### src/cntmem_defines.svh
`ifndef CNTMEM_DEFINES_SVH
`define CNTMEM_DEFINES_SVH

// Counter array geometry.
`define CNT_WIDTH 16
`define CNT_DEPTH 64
`define NUM_BANK  4
`define INC_WIDTH 8

// APB bus widths.
`define APB_ADDR_WIDTH 12
`define APB_DATA_WIDTH 32

// Register map in byte offsets.
`define REG_ERR_STATUS 12'h000
`define REG_ERR_COUNT  12'h004
`define REG_INJECT     12'h008
`define CNT_WINDOW     12'h100  // One word per counter.

`endif

### src/cntmem_addr_pkg.sv
`default_nettype none
`include "cntmem_defines.svh"

package cntmem_addr_pkg;

  localparam int ADDR_BITS = $clog2(`CNT_DEPTH);
  localparam int BANK_BITS = $clog2(`NUM_BANK);
  localparam int ROW_BITS  = ADDR_BITS - BANK_BITS;

  typedef logic [ADDR_BITS-1:0] cnt_addr_t;  // Logical counter index.
  typedef logic [BANK_BITS-1:0] bank_sel_t;
  typedef logic [ROW_BITS-1:0]  row_t;

  // Interleaved split so that neighbouring counters sit in different banks.
  typedef struct packed {
    row_t      row;
    bank_sel_t bank;
  } row_bank_t;

  // One physical address word, read flat or as row and bank.
  typedef union packed {
    cnt_addr_t flat;  // Reported in the error status.
    row_bank_t rb;    // Decoded by the bank array.
  } phys_addr_u;

endpackage

`default_nettype wire

### src/cntmem_err_pkg.sv
`default_nettype none
`include "cntmem_defines.svh"

package cntmem_err_pkg;

  typedef logic [`CNT_WIDTH-1:0] cnt_word_t;

  // First recorded parity error.
  typedef struct packed {
    logic                        seen;
    cntmem_addr_pkg::phys_addr_u addr;
  } err_status_t;

  // Owner of a memory port.
  typedef enum logic {
    UPD  = 1'b0,
    HOST = 1'b1
  } req_src_e;

endpackage

`default_nettype wire

### src/cntmem_bank_array.sv
`timescale 1ns/1ps
`default_nettype none
`include "cntmem_defines.svh"

module cntmem_bank_array (
  input  wire                             clk,
  input  wire                             rst,
  input  wire                             rd_en,
  input  wire cntmem_addr_pkg::cnt_addr_t rd_addr,
  output cntmem_err_pkg::cnt_word_t       rd_data,
  output logic                            rd_perr,
  input  wire                             wr_en,
  input  wire cntmem_addr_pkg::cnt_addr_t wr_addr,
  input  wire cntmem_err_pkg::cnt_word_t  wr_data,
  input  wire                             wr_inject
);
  import cntmem_addr_pkg::*;

  localparam int ROWS = `CNT_DEPTH / `NUM_BANK;

  phys_addr_u          rd_pa;
  phys_addr_u          wr_pa;
  logic                wr_par;
  bank_sel_t           rd_bank_q;
  logic                rd_vld_q;
  logic [`CNT_WIDTH:0] bank_q [`NUM_BANK];  // Parity bit on top.

  assign rd_pa.flat = rd_addr;
  assign wr_pa.flat = wr_addr;
  assign wr_par     = (^wr_data) ^ wr_inject;  // Even parity, flipped on injection.

  // ------------------------------------------------------------
  // One 1R1W bank per low address pair value.
  for (genvar b = 0; b < `NUM_BANK; b++) begin : g_bank
    logic [`CNT_WIDTH:0] mem [ROWS];
    logic [`CNT_WIDTH:0] q;

    always_ff @(posedge clk) begin
      if (wr_en && (wr_pa.rb.bank == bank_sel_t'(b))) begin
        mem[wr_pa.rb.row] <= {wr_par, wr_data};
      end
      if (rd_en && (rd_pa.rb.bank == bank_sel_t'(b))) begin
        q <= mem[rd_pa.rb.row];
      end
    end

    assign bank_q[b] = q;
  end

  // ------------------------------------------------------------
  always_ff @(posedge clk) begin
    if (rst) begin
      rd_vld_q <= 1'b0;
    end else begin
      rd_vld_q <= rd_en;
    end
  end

  always_ff @(posedge clk) begin
    if (rd_en) begin
      rd_bank_q <= rd_pa.rb.bank;  // Selects the returning bank.
    end
  end

  assign rd_data = bank_q[rd_bank_q][`CNT_WIDTH-1:0];
  assign rd_perr = rd_vld_q && (^bank_q[rd_bank_q]);

endmodule

`default_nettype wire

### src/cntmem_arbiter.sv
`timescale 1ns/1ps
`default_nettype none

module cntmem_arbiter (
  input  wire                             clk,
  input  wire                             rst,
  input  wire                             upd_rd_req,
  input  wire cntmem_addr_pkg::cnt_addr_t upd_rd_addr,
  input  wire                             upd_wr_req,
  input  wire cntmem_addr_pkg::cnt_addr_t upd_wr_addr,
  input  wire cntmem_err_pkg::cnt_word_t  upd_wr_data,
  input  wire                             host_rd_req,
  input  wire cntmem_addr_pkg::cnt_addr_t host_rd_addr,
  input  wire                             host_wr_req,
  input  wire cntmem_addr_pkg::cnt_addr_t host_wr_addr,
  input  wire cntmem_err_pkg::cnt_word_t  host_wr_data,
  output logic                            host_rd_gnt,
  output logic                            host_wr_gnt,
  output logic                            rd_en,
  output cntmem_addr_pkg::cnt_addr_t      rd_addr,
  output logic                            wr_en,
  output cntmem_addr_pkg::cnt_addr_t      wr_addr,
  output cntmem_err_pkg::cnt_word_t       wr_data,
  output cntmem_err_pkg::req_src_e        rd_src
);
  import cntmem_err_pkg::*;

  // Host waits while the engine owns the port.
  // It also waits while the engine is mid-update on the same counter.
  assign host_rd_gnt = host_rd_req && !upd_rd_req &&
                       !(upd_wr_req && (upd_wr_addr == host_rd_addr));
  assign host_wr_gnt = host_wr_req && !upd_wr_req &&
                       !(upd_rd_req && (upd_rd_addr == host_wr_addr));

  assign rd_en   = upd_rd_req || host_rd_gnt;
  assign rd_addr = upd_rd_req ? upd_rd_addr : host_rd_addr;

  assign wr_en   = upd_wr_req || host_wr_gnt;
  assign wr_addr = upd_wr_req ? upd_wr_addr : host_wr_addr;
  assign wr_data = upd_wr_req ? upd_wr_data : host_wr_data;

  // Owner of the read whose data returns next cycle.
  always_ff @(posedge clk) begin
    if (rst) begin
      rd_src <= UPD;
    end else if (rd_en) begin
      rd_src <= upd_rd_req ? UPD : HOST;
    end
  end

endmodule

`default_nettype wire

### src/cntmem_update_engine.sv
`timescale 1ns/1ps
`default_nettype none
`include "cntmem_defines.svh"

module cntmem_update_engine (
  input  wire                             clk,
  input  wire                             rst,
  input  wire                             upd_valid,
  input  wire cntmem_addr_pkg::cnt_addr_t upd_addr,
  input  wire [`INC_WIDTH-1:0]            upd_inc,
  output logic                            rd_req,
  output cntmem_addr_pkg::cnt_addr_t      rd_addr,
  input  wire cntmem_err_pkg::cnt_word_t  rd_data,
  input  wire                             rd_perr,
  input  wire cntmem_err_pkg::req_src_e   rd_src,
  output logic                            wr_req,
  output cntmem_addr_pkg::cnt_addr_t      wr_addr,
  output cntmem_err_pkg::cnt_word_t       wr_data,
  output logic                            err_valid,
  output cntmem_addr_pkg::phys_addr_u     err_addr
);
  import cntmem_addr_pkg::*;
  import cntmem_err_pkg::*;

  // Stage 1 holds the request whose read data is returning.
  logic                  s1_valid;
  cnt_addr_t             s1_addr;
  logic [`INC_WIDTH-1:0] s1_inc;
  // Stage 2 holds the sum written on the previous cycle.
  logic                  s2_valid;
  cnt_addr_t             s2_addr;
  cnt_word_t             s2_sum;

  logic                  fwd;
  cnt_word_t             operand;
  logic [`CNT_WIDTH:0]   sum_ext;
  cnt_word_t             sum_sat;

  assign rd_req  = upd_valid;  // Read goes out in the accept cycle.
  assign rd_addr = upd_addr;

  always_ff @(posedge clk) begin
    if (rst) begin
      s1_valid <= 1'b0;
      s2_valid <= 1'b0;
    end else begin
      s1_valid <= upd_valid;
      s2_valid <= s1_valid;
    end
  end

  always_ff @(posedge clk) begin
    s1_addr <= upd_addr;
    s1_inc  <= upd_inc;
    s2_addr <= s1_addr;
    s2_sum  <= sum_sat;
  end

  // ------------------------------------------------------------
  // Bank data is stale when the previous sum targets the same counter.
  assign fwd     = s2_valid && (s2_addr == s1_addr);
  assign operand = fwd ? s2_sum : rd_data;
  assign sum_ext = {1'b0, operand} + {{(`CNT_WIDTH - `INC_WIDTH + 1){1'b0}}, s1_inc};
  assign sum_sat = sum_ext[`CNT_WIDTH] ? '1 : sum_ext[`CNT_WIDTH-1:0];  // Clamp.

  assign wr_req  = s1_valid;
  assign wr_addr = s1_addr;
  assign wr_data = sum_sat;  // Fresh parity rewrites a bad word.

  assign err_valid     = s1_valid && rd_perr && (rd_src == UPD);
  assign err_addr.flat = s1_addr;

endmodule

`default_nettype wire

### src/cntmem_apb_host.sv
`timescale 1ns/1ps
`default_nettype none
`include "cntmem_defines.svh"

module cntmem_apb_host (
  input  wire                              clk,
  input  wire                              rst,
  input  wire                              psel,
  input  wire                              penable,
  input  wire                              pwrite,
  input  wire [`APB_ADDR_WIDTH-1:0]        paddr,
  input  wire [`APB_DATA_WIDTH-1:0]        pwdata,
  output logic [`APB_DATA_WIDTH-1:0]       prdata,
  output logic                             pready,
  output logic                             pslverr,
  output logic                             rd_req,
  output cntmem_addr_pkg::cnt_addr_t       rd_addr,
  input  wire                              rd_gnt,
  input  wire cntmem_err_pkg::cnt_word_t   rd_data,
  input  wire                              rd_perr,
  input  wire cntmem_err_pkg::req_src_e    rd_src,
  output logic                             wr_req,
  output cntmem_addr_pkg::cnt_addr_t       wr_addr,
  output cntmem_err_pkg::cnt_word_t        wr_data,
  input  wire                              wr_gnt,
  output logic                             inject,
  input  wire                              upd_err_valid,
  input  wire cntmem_addr_pkg::phys_addr_u upd_err_addr
);
  import cntmem_addr_pkg::*;
  import cntmem_err_pkg::*;

  localparam logic [1:0] ST_IDLE    = 2'd0;
  localparam logic [1:0] ST_RD_REQ  = 2'd1;
  localparam logic [1:0] ST_RD_DATA = 2'd2;
  localparam logic [1:0] ST_WR_REQ  = 2'd3;

  logic [1:0]                 state_q;
  logic                       access;
  logic                       win_hit;
  logic                       reg_hit;
  logic                       reg_acc;
  logic                       reg_wr;
  logic [`APB_ADDR_WIDTH-1:0] win_off;
  phys_addr_u                 host_pa;
  logic                       own_err;
  logic                       any_err;
  phys_addr_u                 new_err_addr;
  err_status_t                err_status_q;
  logic [`CNT_WIDTH-1:0]      err_count_q;
  logic                       inject_armed;
  logic [`APB_DATA_WIDTH-1:0] reg_rdata;

  assign access  = psel && penable;
  assign win_off = paddr - `CNT_WINDOW;
  assign win_hit = (paddr >= `CNT_WINDOW) && (win_off < `APB_ADDR_WIDTH'(4 * `CNT_DEPTH));
  assign reg_hit = (paddr == `REG_ERR_STATUS) || (paddr == `REG_ERR_COUNT) ||
                   (paddr == `REG_INJECT);
  assign reg_acc = (state_q == ST_IDLE) && access && !win_hit;  // Done in one cycle.
  assign reg_wr  = reg_acc && pwrite && reg_hit;
  assign host_pa.flat = win_off[2 +: ADDR_BITS];

  // ------------------------------------------------------------
  // Counter window FSM. paddr and pwdata stay stable until pready.
  always_ff @(posedge clk) begin
    if (rst) begin
      state_q <= ST_IDLE;
    end else begin
      case (state_q)
        ST_IDLE: begin
          if (access && win_hit) begin
            state_q <= pwrite ? ST_WR_REQ : ST_RD_REQ;
          end
        end
        ST_RD_REQ: begin
          if (rd_gnt) begin
            state_q <= ST_RD_DATA;
          end
        end
        ST_RD_DATA: state_q <= ST_IDLE;
        default: begin
          if (wr_gnt) begin
            state_q <= ST_IDLE;
          end
        end
      endcase
    end
  end

  assign rd_req  = (state_q == ST_RD_REQ);
  assign rd_addr = host_pa.flat;
  assign wr_req  = (state_q == ST_WR_REQ);
  assign wr_addr = host_pa.flat;
  assign wr_data = pwdata[`CNT_WIDTH-1:0];
  assign inject  = inject_armed && wr_gnt;  // Only the granted host write.

  assign pready  = reg_acc || (state_q == ST_RD_DATA) || ((state_q == ST_WR_REQ) && wr_gnt);
  assign pslverr = reg_acc && !reg_hit;

  // ------------------------------------------------------------
  // Error status keeps the first error. Bit 0 is the flag, bits 8 up the address.
  always_comb begin
    reg_rdata = '0;
    case (paddr)
      `REG_ERR_STATUS: begin
        reg_rdata[0]              = err_status_q.seen;
        reg_rdata[8 +: ADDR_BITS] = err_status_q.addr.flat;
      end
      `REG_ERR_COUNT: reg_rdata[`CNT_WIDTH-1:0] = err_count_q;
      `REG_INJECT:    reg_rdata[0] = inject_armed;
      default:        reg_rdata = '0;
    endcase
  end

  assign prdata = (state_q == ST_RD_DATA) ? `APB_DATA_WIDTH'(rd_data) : reg_rdata;

  assign own_err      = (state_q == ST_RD_DATA) && rd_perr && (rd_src == HOST);
  assign any_err      = own_err || upd_err_valid;
  assign new_err_addr = own_err ? host_pa : upd_err_addr;

  always_ff @(posedge clk) begin
    if (rst) begin
      err_status_q <= '0;
      err_count_q  <= '0;
      inject_armed <= 1'b0;
    end else begin
      if (any_err && (!err_status_q.seen || (reg_wr && paddr == `REG_ERR_STATUS))) begin
        err_status_q.seen <= 1'b1;
        err_status_q.addr <= new_err_addr;
      end else if (reg_wr && (paddr == `REG_ERR_STATUS)) begin
        err_status_q <= '0;  // Write clears.
      end
      if (reg_wr && (paddr == `REG_ERR_COUNT)) begin
        err_count_q <= '0;
      end else if (any_err) begin
        err_count_q <= err_count_q + 1'b1;
      end
      if (wr_gnt) begin
        inject_armed <= 1'b0;
      end else if (reg_wr && (paddr == `REG_INJECT)) begin
        inject_armed <= pwdata[0];
      end
    end
  end

endmodule

`default_nettype wire

### src/cntmem_top.sv
`timescale 1ns/1ps
`default_nettype none
`include "cntmem_defines.svh"

module cntmem_top (
  input  wire                             clk,
  input  wire                             rst,
  input  wire                             upd_valid,
  input  wire cntmem_addr_pkg::cnt_addr_t upd_addr,
  input  wire [`INC_WIDTH-1:0]            upd_inc,
  input  wire                             psel,
  input  wire                             penable,
  input  wire                             pwrite,
  input  wire [`APB_ADDR_WIDTH-1:0]       paddr,
  input  wire [`APB_DATA_WIDTH-1:0]       pwdata,
  output logic [`APB_DATA_WIDTH-1:0]      prdata,
  output logic                            pready,
  output logic                            pslverr
);
  import cntmem_addr_pkg::*;
  import cntmem_err_pkg::*;

  logic       upd_rd_req;
  cnt_addr_t  upd_rd_addr;
  logic       upd_wr_req;
  cnt_addr_t  upd_wr_addr;
  cnt_word_t  upd_wr_data;
  logic       upd_err_valid;
  phys_addr_u upd_err_addr;
  logic       host_rd_req;
  cnt_addr_t  host_rd_addr;
  logic       host_rd_gnt;
  logic       host_wr_req;
  cnt_addr_t  host_wr_addr;
  cnt_word_t  host_wr_data;
  logic       host_wr_gnt;
  logic       inject;
  logic       rd_en;
  cnt_addr_t  rd_addr;
  cnt_word_t  rd_data;
  logic       rd_perr;
  req_src_e   rd_src;
  logic       wr_en;
  cnt_addr_t  wr_addr;
  cnt_word_t  wr_data;

  cntmem_bank_array u_bank_array (
    .clk, .rst, .rd_en, .rd_addr, .rd_data, .rd_perr,
    .wr_en, .wr_addr, .wr_data, .wr_inject (inject)
  );

  cntmem_arbiter u_arbiter (
    .clk, .rst,
    .upd_rd_req, .upd_rd_addr, .upd_wr_req, .upd_wr_addr, .upd_wr_data,
    .host_rd_req, .host_rd_addr, .host_wr_req, .host_wr_addr, .host_wr_data,
    .host_rd_gnt, .host_wr_gnt,
    .rd_en, .rd_addr, .wr_en, .wr_addr, .wr_data, .rd_src
  );

  cntmem_update_engine u_update_engine (
    .clk, .rst, .upd_valid, .upd_addr, .upd_inc,
    .rd_req (upd_rd_req), .rd_addr (upd_rd_addr), .rd_data, .rd_perr, .rd_src,
    .wr_req (upd_wr_req), .wr_addr (upd_wr_addr), .wr_data (upd_wr_data),
    .err_valid (upd_err_valid), .err_addr (upd_err_addr)
  );

  cntmem_apb_host u_apb_host (
    .clk, .rst, .psel, .penable, .pwrite, .paddr, .pwdata, .prdata, .pready, .pslverr,
    .rd_req (host_rd_req), .rd_addr (host_rd_addr), .rd_gnt (host_rd_gnt),
    .rd_data, .rd_perr, .rd_src,
    .wr_req (host_wr_req), .wr_addr (host_wr_addr), .wr_data (host_wr_data),
    .wr_gnt (host_wr_gnt), .inject, .upd_err_valid, .upd_err_addr
  );

endmodule

`default_nettype wire

### config.mk
export PLATFORM = sky130hd
export DESIGN_NAME = cntmem_top
export DESIGN_NICKNAME = d
export VERILOG_FILES = /design/src/cntmem_addr_pkg.sv /design/src/cntmem_err_pkg.sv /design/src/cntmem_bank_array.sv /design/src/cntmem_arbiter.sv /design/src/cntmem_update_engine.sv /design/src/cntmem_apb_host.sv /design/src/cntmem_top.sv
export VERILOG_INCLUDE_DIRS = /design/src /design/src/src
export SDC_FILE = /design/constraint.sdc
export NUM_CORES = 2
export LEC_CHECK = 0
export BUFFER_PORTS_ARGS = -buffer_cell sky130_fd_sc_hd__clkbuf_2
export CORE_MARGIN = 10
export CORE_UTILIZATION = 62
export CTS_CLUSTER_DIAMETER = 60
export DETAILED_ROUTE_END_ITERATION = 12
export PLACE_DENSITY = 0.84
export SLEW_MARGIN = 20
export SYNTH_ARGS = -nofsm -noshare
export SYNTH_HDL_FRONTEND = slang
export SYNTH_SLANG_ARGS = --single-unit
export TNS_END_PERCENT = 1
### constraint.sdc
create_clock -name clk -period 9.5 [get_ports clk]
set_clock_uncertainty 0.05 [all_clocks]
set_input_delay 1.9 -clock clk [delete_from_list [all_inputs] [get_ports clk]]
set_output_delay 1.9 -clock clk [all_outputs]
set_load 0.02 [all_outputs]
* Word level (Yosys, flattened, before mapping)
Memory sizes are Yosys's and may differ from the RTL's. A register that Yosys moved wholly into a read port is not among the register bits.
Cells that the tools add are included.
W data, S select, Z words.
** Operators by class
- Add/sub/neg operators :: 3
- $lt $le $gt $ge :: 3
- Equal/unequal tests :: 16
- Muxes and demuxes :: 30
- Bitwise gates (word level) :: 3
- Reduce and logical (&&, ||, !) cells :: 60
** Operators by type and width (number)
- $mux W16 :: 4
- $bmux W17 S2 :: 1
- $logic_and A1 B1 Y1 :: 34
- $mux W17 :: 2
- $mux W7 :: 3
- $eq A6 B6 Y1 :: 3
- $mux W6 :: 3
- $add A16 B8 Y17 :: 1
- $reduce_xor A17 Y1 :: 1
- $add A16 B1 Y16 const B :: 1
- $reduce_xor A16 Y1 :: 1
- $eq A12 B3 Y1 const B :: 1
- $eq A12 B4 Y1 const B :: 1
- $eq A2 B2 Y1 const B :: 6
- $ge A12 B9 Y1 const B :: 1
- $logic_not A12 Y1 :: 1
- $lt A12 B9 Y1 const B :: 1
- $pmux W6 S2 :: 1
- $sub A12 B9 Y12 const B :: 1
- $mux W2 :: 5
- $mux W1 :: 9
- $logic_or A1 B1 Y1 :: 8
- $logic_not A1 Y1 :: 7
- $eq A2 B1 Y1 const B :: 3
- other kinds (12) :: 16
** Word-level totals
- Register bits :: 68
- RAM bits :: 1088
- Memories kept :: 4
** Memories
- u_bank_array.g_bank[0].mem :: words 16, bits a word 17, read ports 1, clocked after Yosys merged registers in 1, wr ports 1, line cntmem_bank_array.sv:35 : logic [`CNT_WIDTH:0] mem [ROWS];
- u_bank_array.g_bank[1].mem :: words 16, bits a word 17, read ports 1, clocked after Yosys merged registers in 1, wr ports 1, line cntmem_bank_array.sv:35
- u_bank_array.g_bank[2].mem :: words 16, bits a word 17, read ports 1, clocked after Yosys merged registers in 1, wr ports 1, line cntmem_bank_array.sv:35
- u_bank_array.g_bank[3].mem :: words 16, bits a word 17, read ports 1, clocked after Yosys merged registers in 1, wr ports 1, line cntmem_bank_array.sv:35

* Logic depth before layout (Yosys ltp)
- Depth after elaboration :: 11
- Gate-level depth with buffers :: 20
- Depth with buffers taken out :: 17

* By module
Synthesis repeated with hierarchy kept, for this count alone.
** Second synthesis, totals
- Cell total of the unflattened synthesis :: 2226
- Area total of the unflattened synthesis :: 48396.4 um^2
** By module, submodules not included
- cntmem_bank_array :: instances 1, cells an instance 1730, area an instance 43967.2 um^2, seq. area each 34793.4 um^2
- cntmem_apb_host :: instances 1, cells an instance 258, area an instance 1975.6 um^2, seq. area each 520.5 um^2
- cntmem_update_engine :: instances 1, cells an instance 175, area an instance 1881.8 um^2, seq. area each 760.7 um^2
- cntmem_arbiter :: instances 1, cells an instance 63, area an instance 571.8 um^2, seq. area each 20.0 um^2

* Worst setup path before layout
No wires, ideal clock.
- Kind :: register to register
- Start :: register u_update_engine.s1_addr[5], in the netlist u_update_engine.err_addr[5]
- End :: memory u_bank_array.g_bank[0].mem[0][16] (netlist bit), data pin
- Library setup time :: 0.567 ns
- Data arrival time :: 6.686 ns
- Required time :: 8.883 ns
- Slack :: 2.197 ns
- Stages on the path, launching flop included :: 21
- Buffers on the path :: 4
- Period minus slack after synthesis :: 7.303 ns
- Cells stage by stage :: dfxtp_1 > buf_6 > xnor2_1 > nand3_1 > nor2_2 > clkbuf_4 > buf_1 > mux2_2 > ha_1 > inv_1 > fa_1 > nor2b_1 > o311ai_0 > o2bb2ai_1 > or3_4 > or3_1 > buf_6 > a31oi_4 > xnor2_2 > xnor2_1 > xnor2_1
** Between the ends
- Word-level cells in the longest chain between the ends :: 8
** Ends and longest elaborated chain
- start: declaration :: line cntmem_update_engine.sv:27 : cnt_addr_t s1_addr;
- start signal: assignment :: line cntmem_update_engine.sv:53 : s1_addr <= upd_addr;
- $eq A6 B6 Y1 :: line cntmem_update_engine.sv:61 : assign fwd = s2_valid && (s2_addr == s1_addr);
- $logic_and A1 B1 Y1 :: line cntmem_update_engine.sv:61
- $mux W16 :: line cntmem_update_engine.sv:62 : assign operand = fwd ? s2_sum : rd_data;
- $add A16 B8 Y17 :: line cntmem_update_engine.sv:63 : assign sum_ext = {1'b0, operand} + {{(`CNT_WIDTH - `INC_WIDTH + 1){1'b0}}, s1_inc};
- $mux W16 :: line cntmem_update_engine.sv:64 : assign sum_sat = sum_ext[`CNT_WIDTH] ? '1 : sum_ext[`CNT_WIDTH-1:0];
- $mux W16 :: line cntmem_arbiter.sv:40 : assign wr_data = upd_wr_req ? upd_wr_data : host_wr_data;
- via u_arbiter.wr_data[9] :: line cntmem_arbiter.sv:23 : output cntmem_err_pkg::cnt_word_t wr_data,
- $reduce_xor A16 Y1 :: line cntmem_bank_array.sv:30 : assign wr_par = (^wr_data) ^ wr_inject;
- $xor A1 B1 Y1 :: line cntmem_bank_array.sv:30
- via u_bank_array.wr_par :: line cntmem_bank_array.sv:23 : logic wr_par;
- end: declaration :: line cntmem_bank_array.sv:35
The timed path passes the listed nets, and every way through them passes these cells.

* Final worst setup path
- Start :: register u_bank_array.rd_bank_q[0]
- End :: memory u_bank_array.g_bank[3].mem[14][16] (netlist bit), data pin
** Between the ends
- Word-level cells in the longest chain between the ends :: 10
** Ends and longest elaborated chain
- start: declaration :: line cntmem_bank_array.sv:24 : bank_sel_t rd_bank_q;
- start signal: assignment :: line cntmem_bank_array.sv:61 : rd_bank_q <= rd_pa.rb.bank;
- $not A2 Y3 (implied by the code) :: line cntmem_bank_array.sv:65 : assign rd_data = bank_q[rd_bank_q][`CNT_WIDTH-1:0];
- $bmux W17 S2 :: line cntmem_bank_array.sv:65
- $mux W17 (implied by the code) (2 in a row) :: line cntmem_bank_array.sv:65
- $mux W16 :: line cntmem_update_engine.sv:62
- $add A16 B8 Y17 :: line cntmem_update_engine.sv:63
- $mux W16 :: line cntmem_update_engine.sv:64
- $mux W16 :: line cntmem_arbiter.sv:40
- via u_arbiter.wr_data[9] :: line cntmem_arbiter.sv:23
- $reduce_xor A16 Y1 :: line cntmem_bank_array.sv:30
- $xor A1 B1 Y1 :: line cntmem_bank_array.sv:30
- via u_bank_array.wr_par :: line cntmem_bank_array.sv:23
- end: declaration :: line cntmem_bank_array.sv:35
The timed path passes the listed nets, and every way through them passes these cells. The select of a mux whose other input is x is not followed.

==> metrics.md <==
| Metric | Value |
|---|---|
| Post-DP HPWL | 64.1 mm |
| Final Hold Viols | 0 |
| Vias | 26004 |
| Final setup TNS | 0 ns |
| Floorplan row count | 102 |
| Crit path arrival time | 6.90 ns |
| Post-Syn Area | 48400 um2 |
| Hold_buf cts | 0 |
| Initial antenna violation count | 4 |
| Area of the core | 77500 um2 |
| Final setup viols | 0 |
| Vias in the first global route | 26046 |
| Outcome | finished clean |
| Clock sinks | 1224 |
| Least-Margin Pin Slew | 1.03 ns |
| Die Ht | 299 um |
| Register area | 36100 um2 |
| RSZ-0062 raised after global routing | false |
| CTS max path bufs | 3 |
| Hold crit path type | reg -> reg |
| Port Buffers | 65 |
| Area growth syn-to-layout | 12.1% |
| Num ports | 98 |
| Post-Syn Instances | 2526 |
| Initial core utilization | 62.5% |
| # fillers | 4335 |
| Gpl congestion | 0.911 |
| Worst setup SP type | flop |
| Worst skew pair latency | 0.71 ns |
| Die width | 299 um |
| Final Cycle Share | 69.1% |
| Post-CTS Resized | 0 |
| Most common cell in the netlist | edfxtp_1 |
| Synth top area share | 71.8% |
| Max frequency | 152 MHz |
| Largest net degree at the start of global routing | 121 |
| Design area | 54300 um2 |
| Worst-path fanout max | 65 |
| Num CTS Buffers | 115 |
| Power density over cell area | 222 nW/um2 |
| Largest area contributor in the netlist | edfxtp_1 |
| Die area | 89700 um2 |
| Main synth FF type | edfxtp_1 |
| Slew Limit Headroom | 31.3% |
| Async SR Flop Fraction | 0% |
| Worst-path clk slew | 0.06 ns |
| Root Buffer | clkbuf_16 |
| Max Transition Viols Final | 0 |
| CP required | 9.84 ns |
| Top cells by count, synth | edfxtp_1, mux4_2, nand2_1, nor2_1, a31oi_1 |
| GRT Util Overall | 26.7% |
| Drt pass-1 iters | 6 |
| Top cells by area, synth | edfxtp_1, mux4_2, dfxtp_1 |
| WL final | 119 mm |
| Sequential area share after synthesis | 74.5% |
| Area of the multi-input gates | 11800 um2 |
| Total congestion overflow | 0 |
| Post-CTS setup buffers | 0 |
| Drt drc | 0 |
| Worst Setup End Kind | flop |
| VDD IR-drop max | 0.203 mV |
| Number of synthesized register bits | 1224 |
| Minimum clock period after layout | 6.56 ns |
| Routed WL per cell | 31.3 um |
| CP Class | reg -> reg |
| Cell Area, Placed | 50500 um2 |
| Routed Antenna Nets | 0 |
| Final net count | 2750 |
| CTS tree | built |
| Post-synthesis area per instance | 19.2 um2 |
| Avg Vias per Cell | 6.81 |
| Global-route wire length before repair | 177 mm |
| Htree depth | 3 |
| LEAKAGE | 17.5 nW |
| Detailed Route Iter0 Violations | 3757 |
| Netlist cell types | 67 |
| Max-cap viol count | 0 |
| Share of cells above drive strength 1 | 24.5% |
| Synth warnings | 0 |
| Post-synth EDFFs | 1158 |
## worst max-delay path, stage by stage (launching register included)
cell and delay (ns):
edfxtp_1 1.02, mux4_1 0.68, mux2_2 0.25, inv_1 0.05, fa_1 0.39, nor2b_1 0.17, o311ai_0 0.21, o2bb2ai_1 0.33
or3_4 0.45, or3_1 0.37, buf_4 0.28, a31oi_4 0.20, buf_4 0.55, xnor2_2 0.15, xnor2_1 0.28, xnor2_2 0.15
buf_4 0.54
## registers in the layout, summed over array words and instances, names as in the netlist, 2 cells and up
| signal | cells |
|---|---|
| u_bank_array.rd_bank_q | 2 |
| u_apb_host.err_count_q | 16 |
| u_update_engine.err_addr | 6 |
| u_apb_host.state_q | 2 |
| u_update_engine.s2_addr | 6 |
| u_bank_array.g_bank.q | 68 |
| u_update_engine.s2_sum | 16 |
| u_bank_array.g_bank.mem | 1088 |
| u_update_engine.s1_inc | 8 |
| u_apb_host.err_status_q | 7 |
## stage by stage
stage | utilization, % | power, mW | hold WS (ns) | instances | setup WS (ns)
global route | 70.1 | 12.4 | 0.421 | 3814 | 2.45
detailed placement | 65.2 | 7.56 | 0.402 | 3598 | 2.99
global placement | 65.1 | 7.51 | 0.393 | 3597 | 3.18
CTS | 70.1 | 12.1 | 0.409 | 3814 | 2.89
floorplan | - | 7.13 | 0.301 | 2541 | 2.20
finish | 70.1 | 12.1 | 0.420 | 3816 | 2.94
## final cells by class
type | count | area share, %
Timing Repair Buffer | 175 | 2.20
Tap cell | 1040 | 2.40
Antenna cell | 2 | 0.00922
Clock buffer | 131 | 5.41
Multi-Input combinational cell | 1144 | 21.8
Inverter | 15 | 0.104
Sequential cell | 1224 | 66.5
Clock inverter | 85 | 1.59
## kinds of logic after synthesis
group / synth area share, %
AOI/OAI and AO/OA: 3.09
xor gates and xnor gates: 1.52
adders and majority gates: 0.300
buffers and inverters: 1.66
DFF: 74.5
muxes: 14.3
other: 0.00774
and+or+nand+nor: 4.58
## layout by cell type (no fill, tap or decap), drive strengths merged, types with 22 or more instances in the layout
| cell type | count |
|---|---|
| edfxtp | 1158 |
| mux4 | 289 |
| clkbuf | 196 |
| a31oi | 91 |
| nand2 | 211 |
| nor2 | 139 |
| xnor2 | 48 |
| dfxtp | 66 |
| inv | 22 |
| buf | 110 |
| xor2 | 30 |
| a211oi | 70 |
| clkinv | 57 |
| and2 | 69 |
## layer usage
| metal | up-vias | track usage, % | part of all wire (%) | routed length [um] |
|---|---|---|---|---|
| met5 | - | 0 | 0.011 | 13 |
| met4 | 2 | 11.7 | 4.5 | 5390 |
| met3 | 300 | 5.57 | 11 | 13300 |
| met2 | 2010 | 42.8 | 49 | 58600 |
| met1 | 13252 | 35.5 | 35 | 42000 |
| li1 | 10440 | - | - | - |
## report_power, final
group / total, mW / internal, mW / leakage [nW] / switching (mW)
registers: 6.24 / 6.21 / 11.0 / 0.0344
logic: 1.23 / 0.396 / 4.68 / 0.831
clock network: 4.59 / 2.55 / 1.83 / 2.04
total: 12.1 / 9.15 / 17.5 / 2.91
## worst paths after layout
check	start	to	slack (ns)	cells after the start
setup / recovery	u_bank_array.rd_bank_q[0]	u_bank_array.g_bank[3].mem[14][16]	2.94	16
hold / removal	u_update_engine.err_addr[3]	u_update_engine.s2_addr[3]	0.42	0
setup reg to reg	u_bank_array.rd_bank_q[0]	u_bank_array.g_bank[3].mem[14][16]	2.94	16
hold reg to reg	u_update_engine.err_addr[3]	u_update_engine.s2_addr[3]	0.42	0
Note: power is estimated with default switching activity, not from simulation.
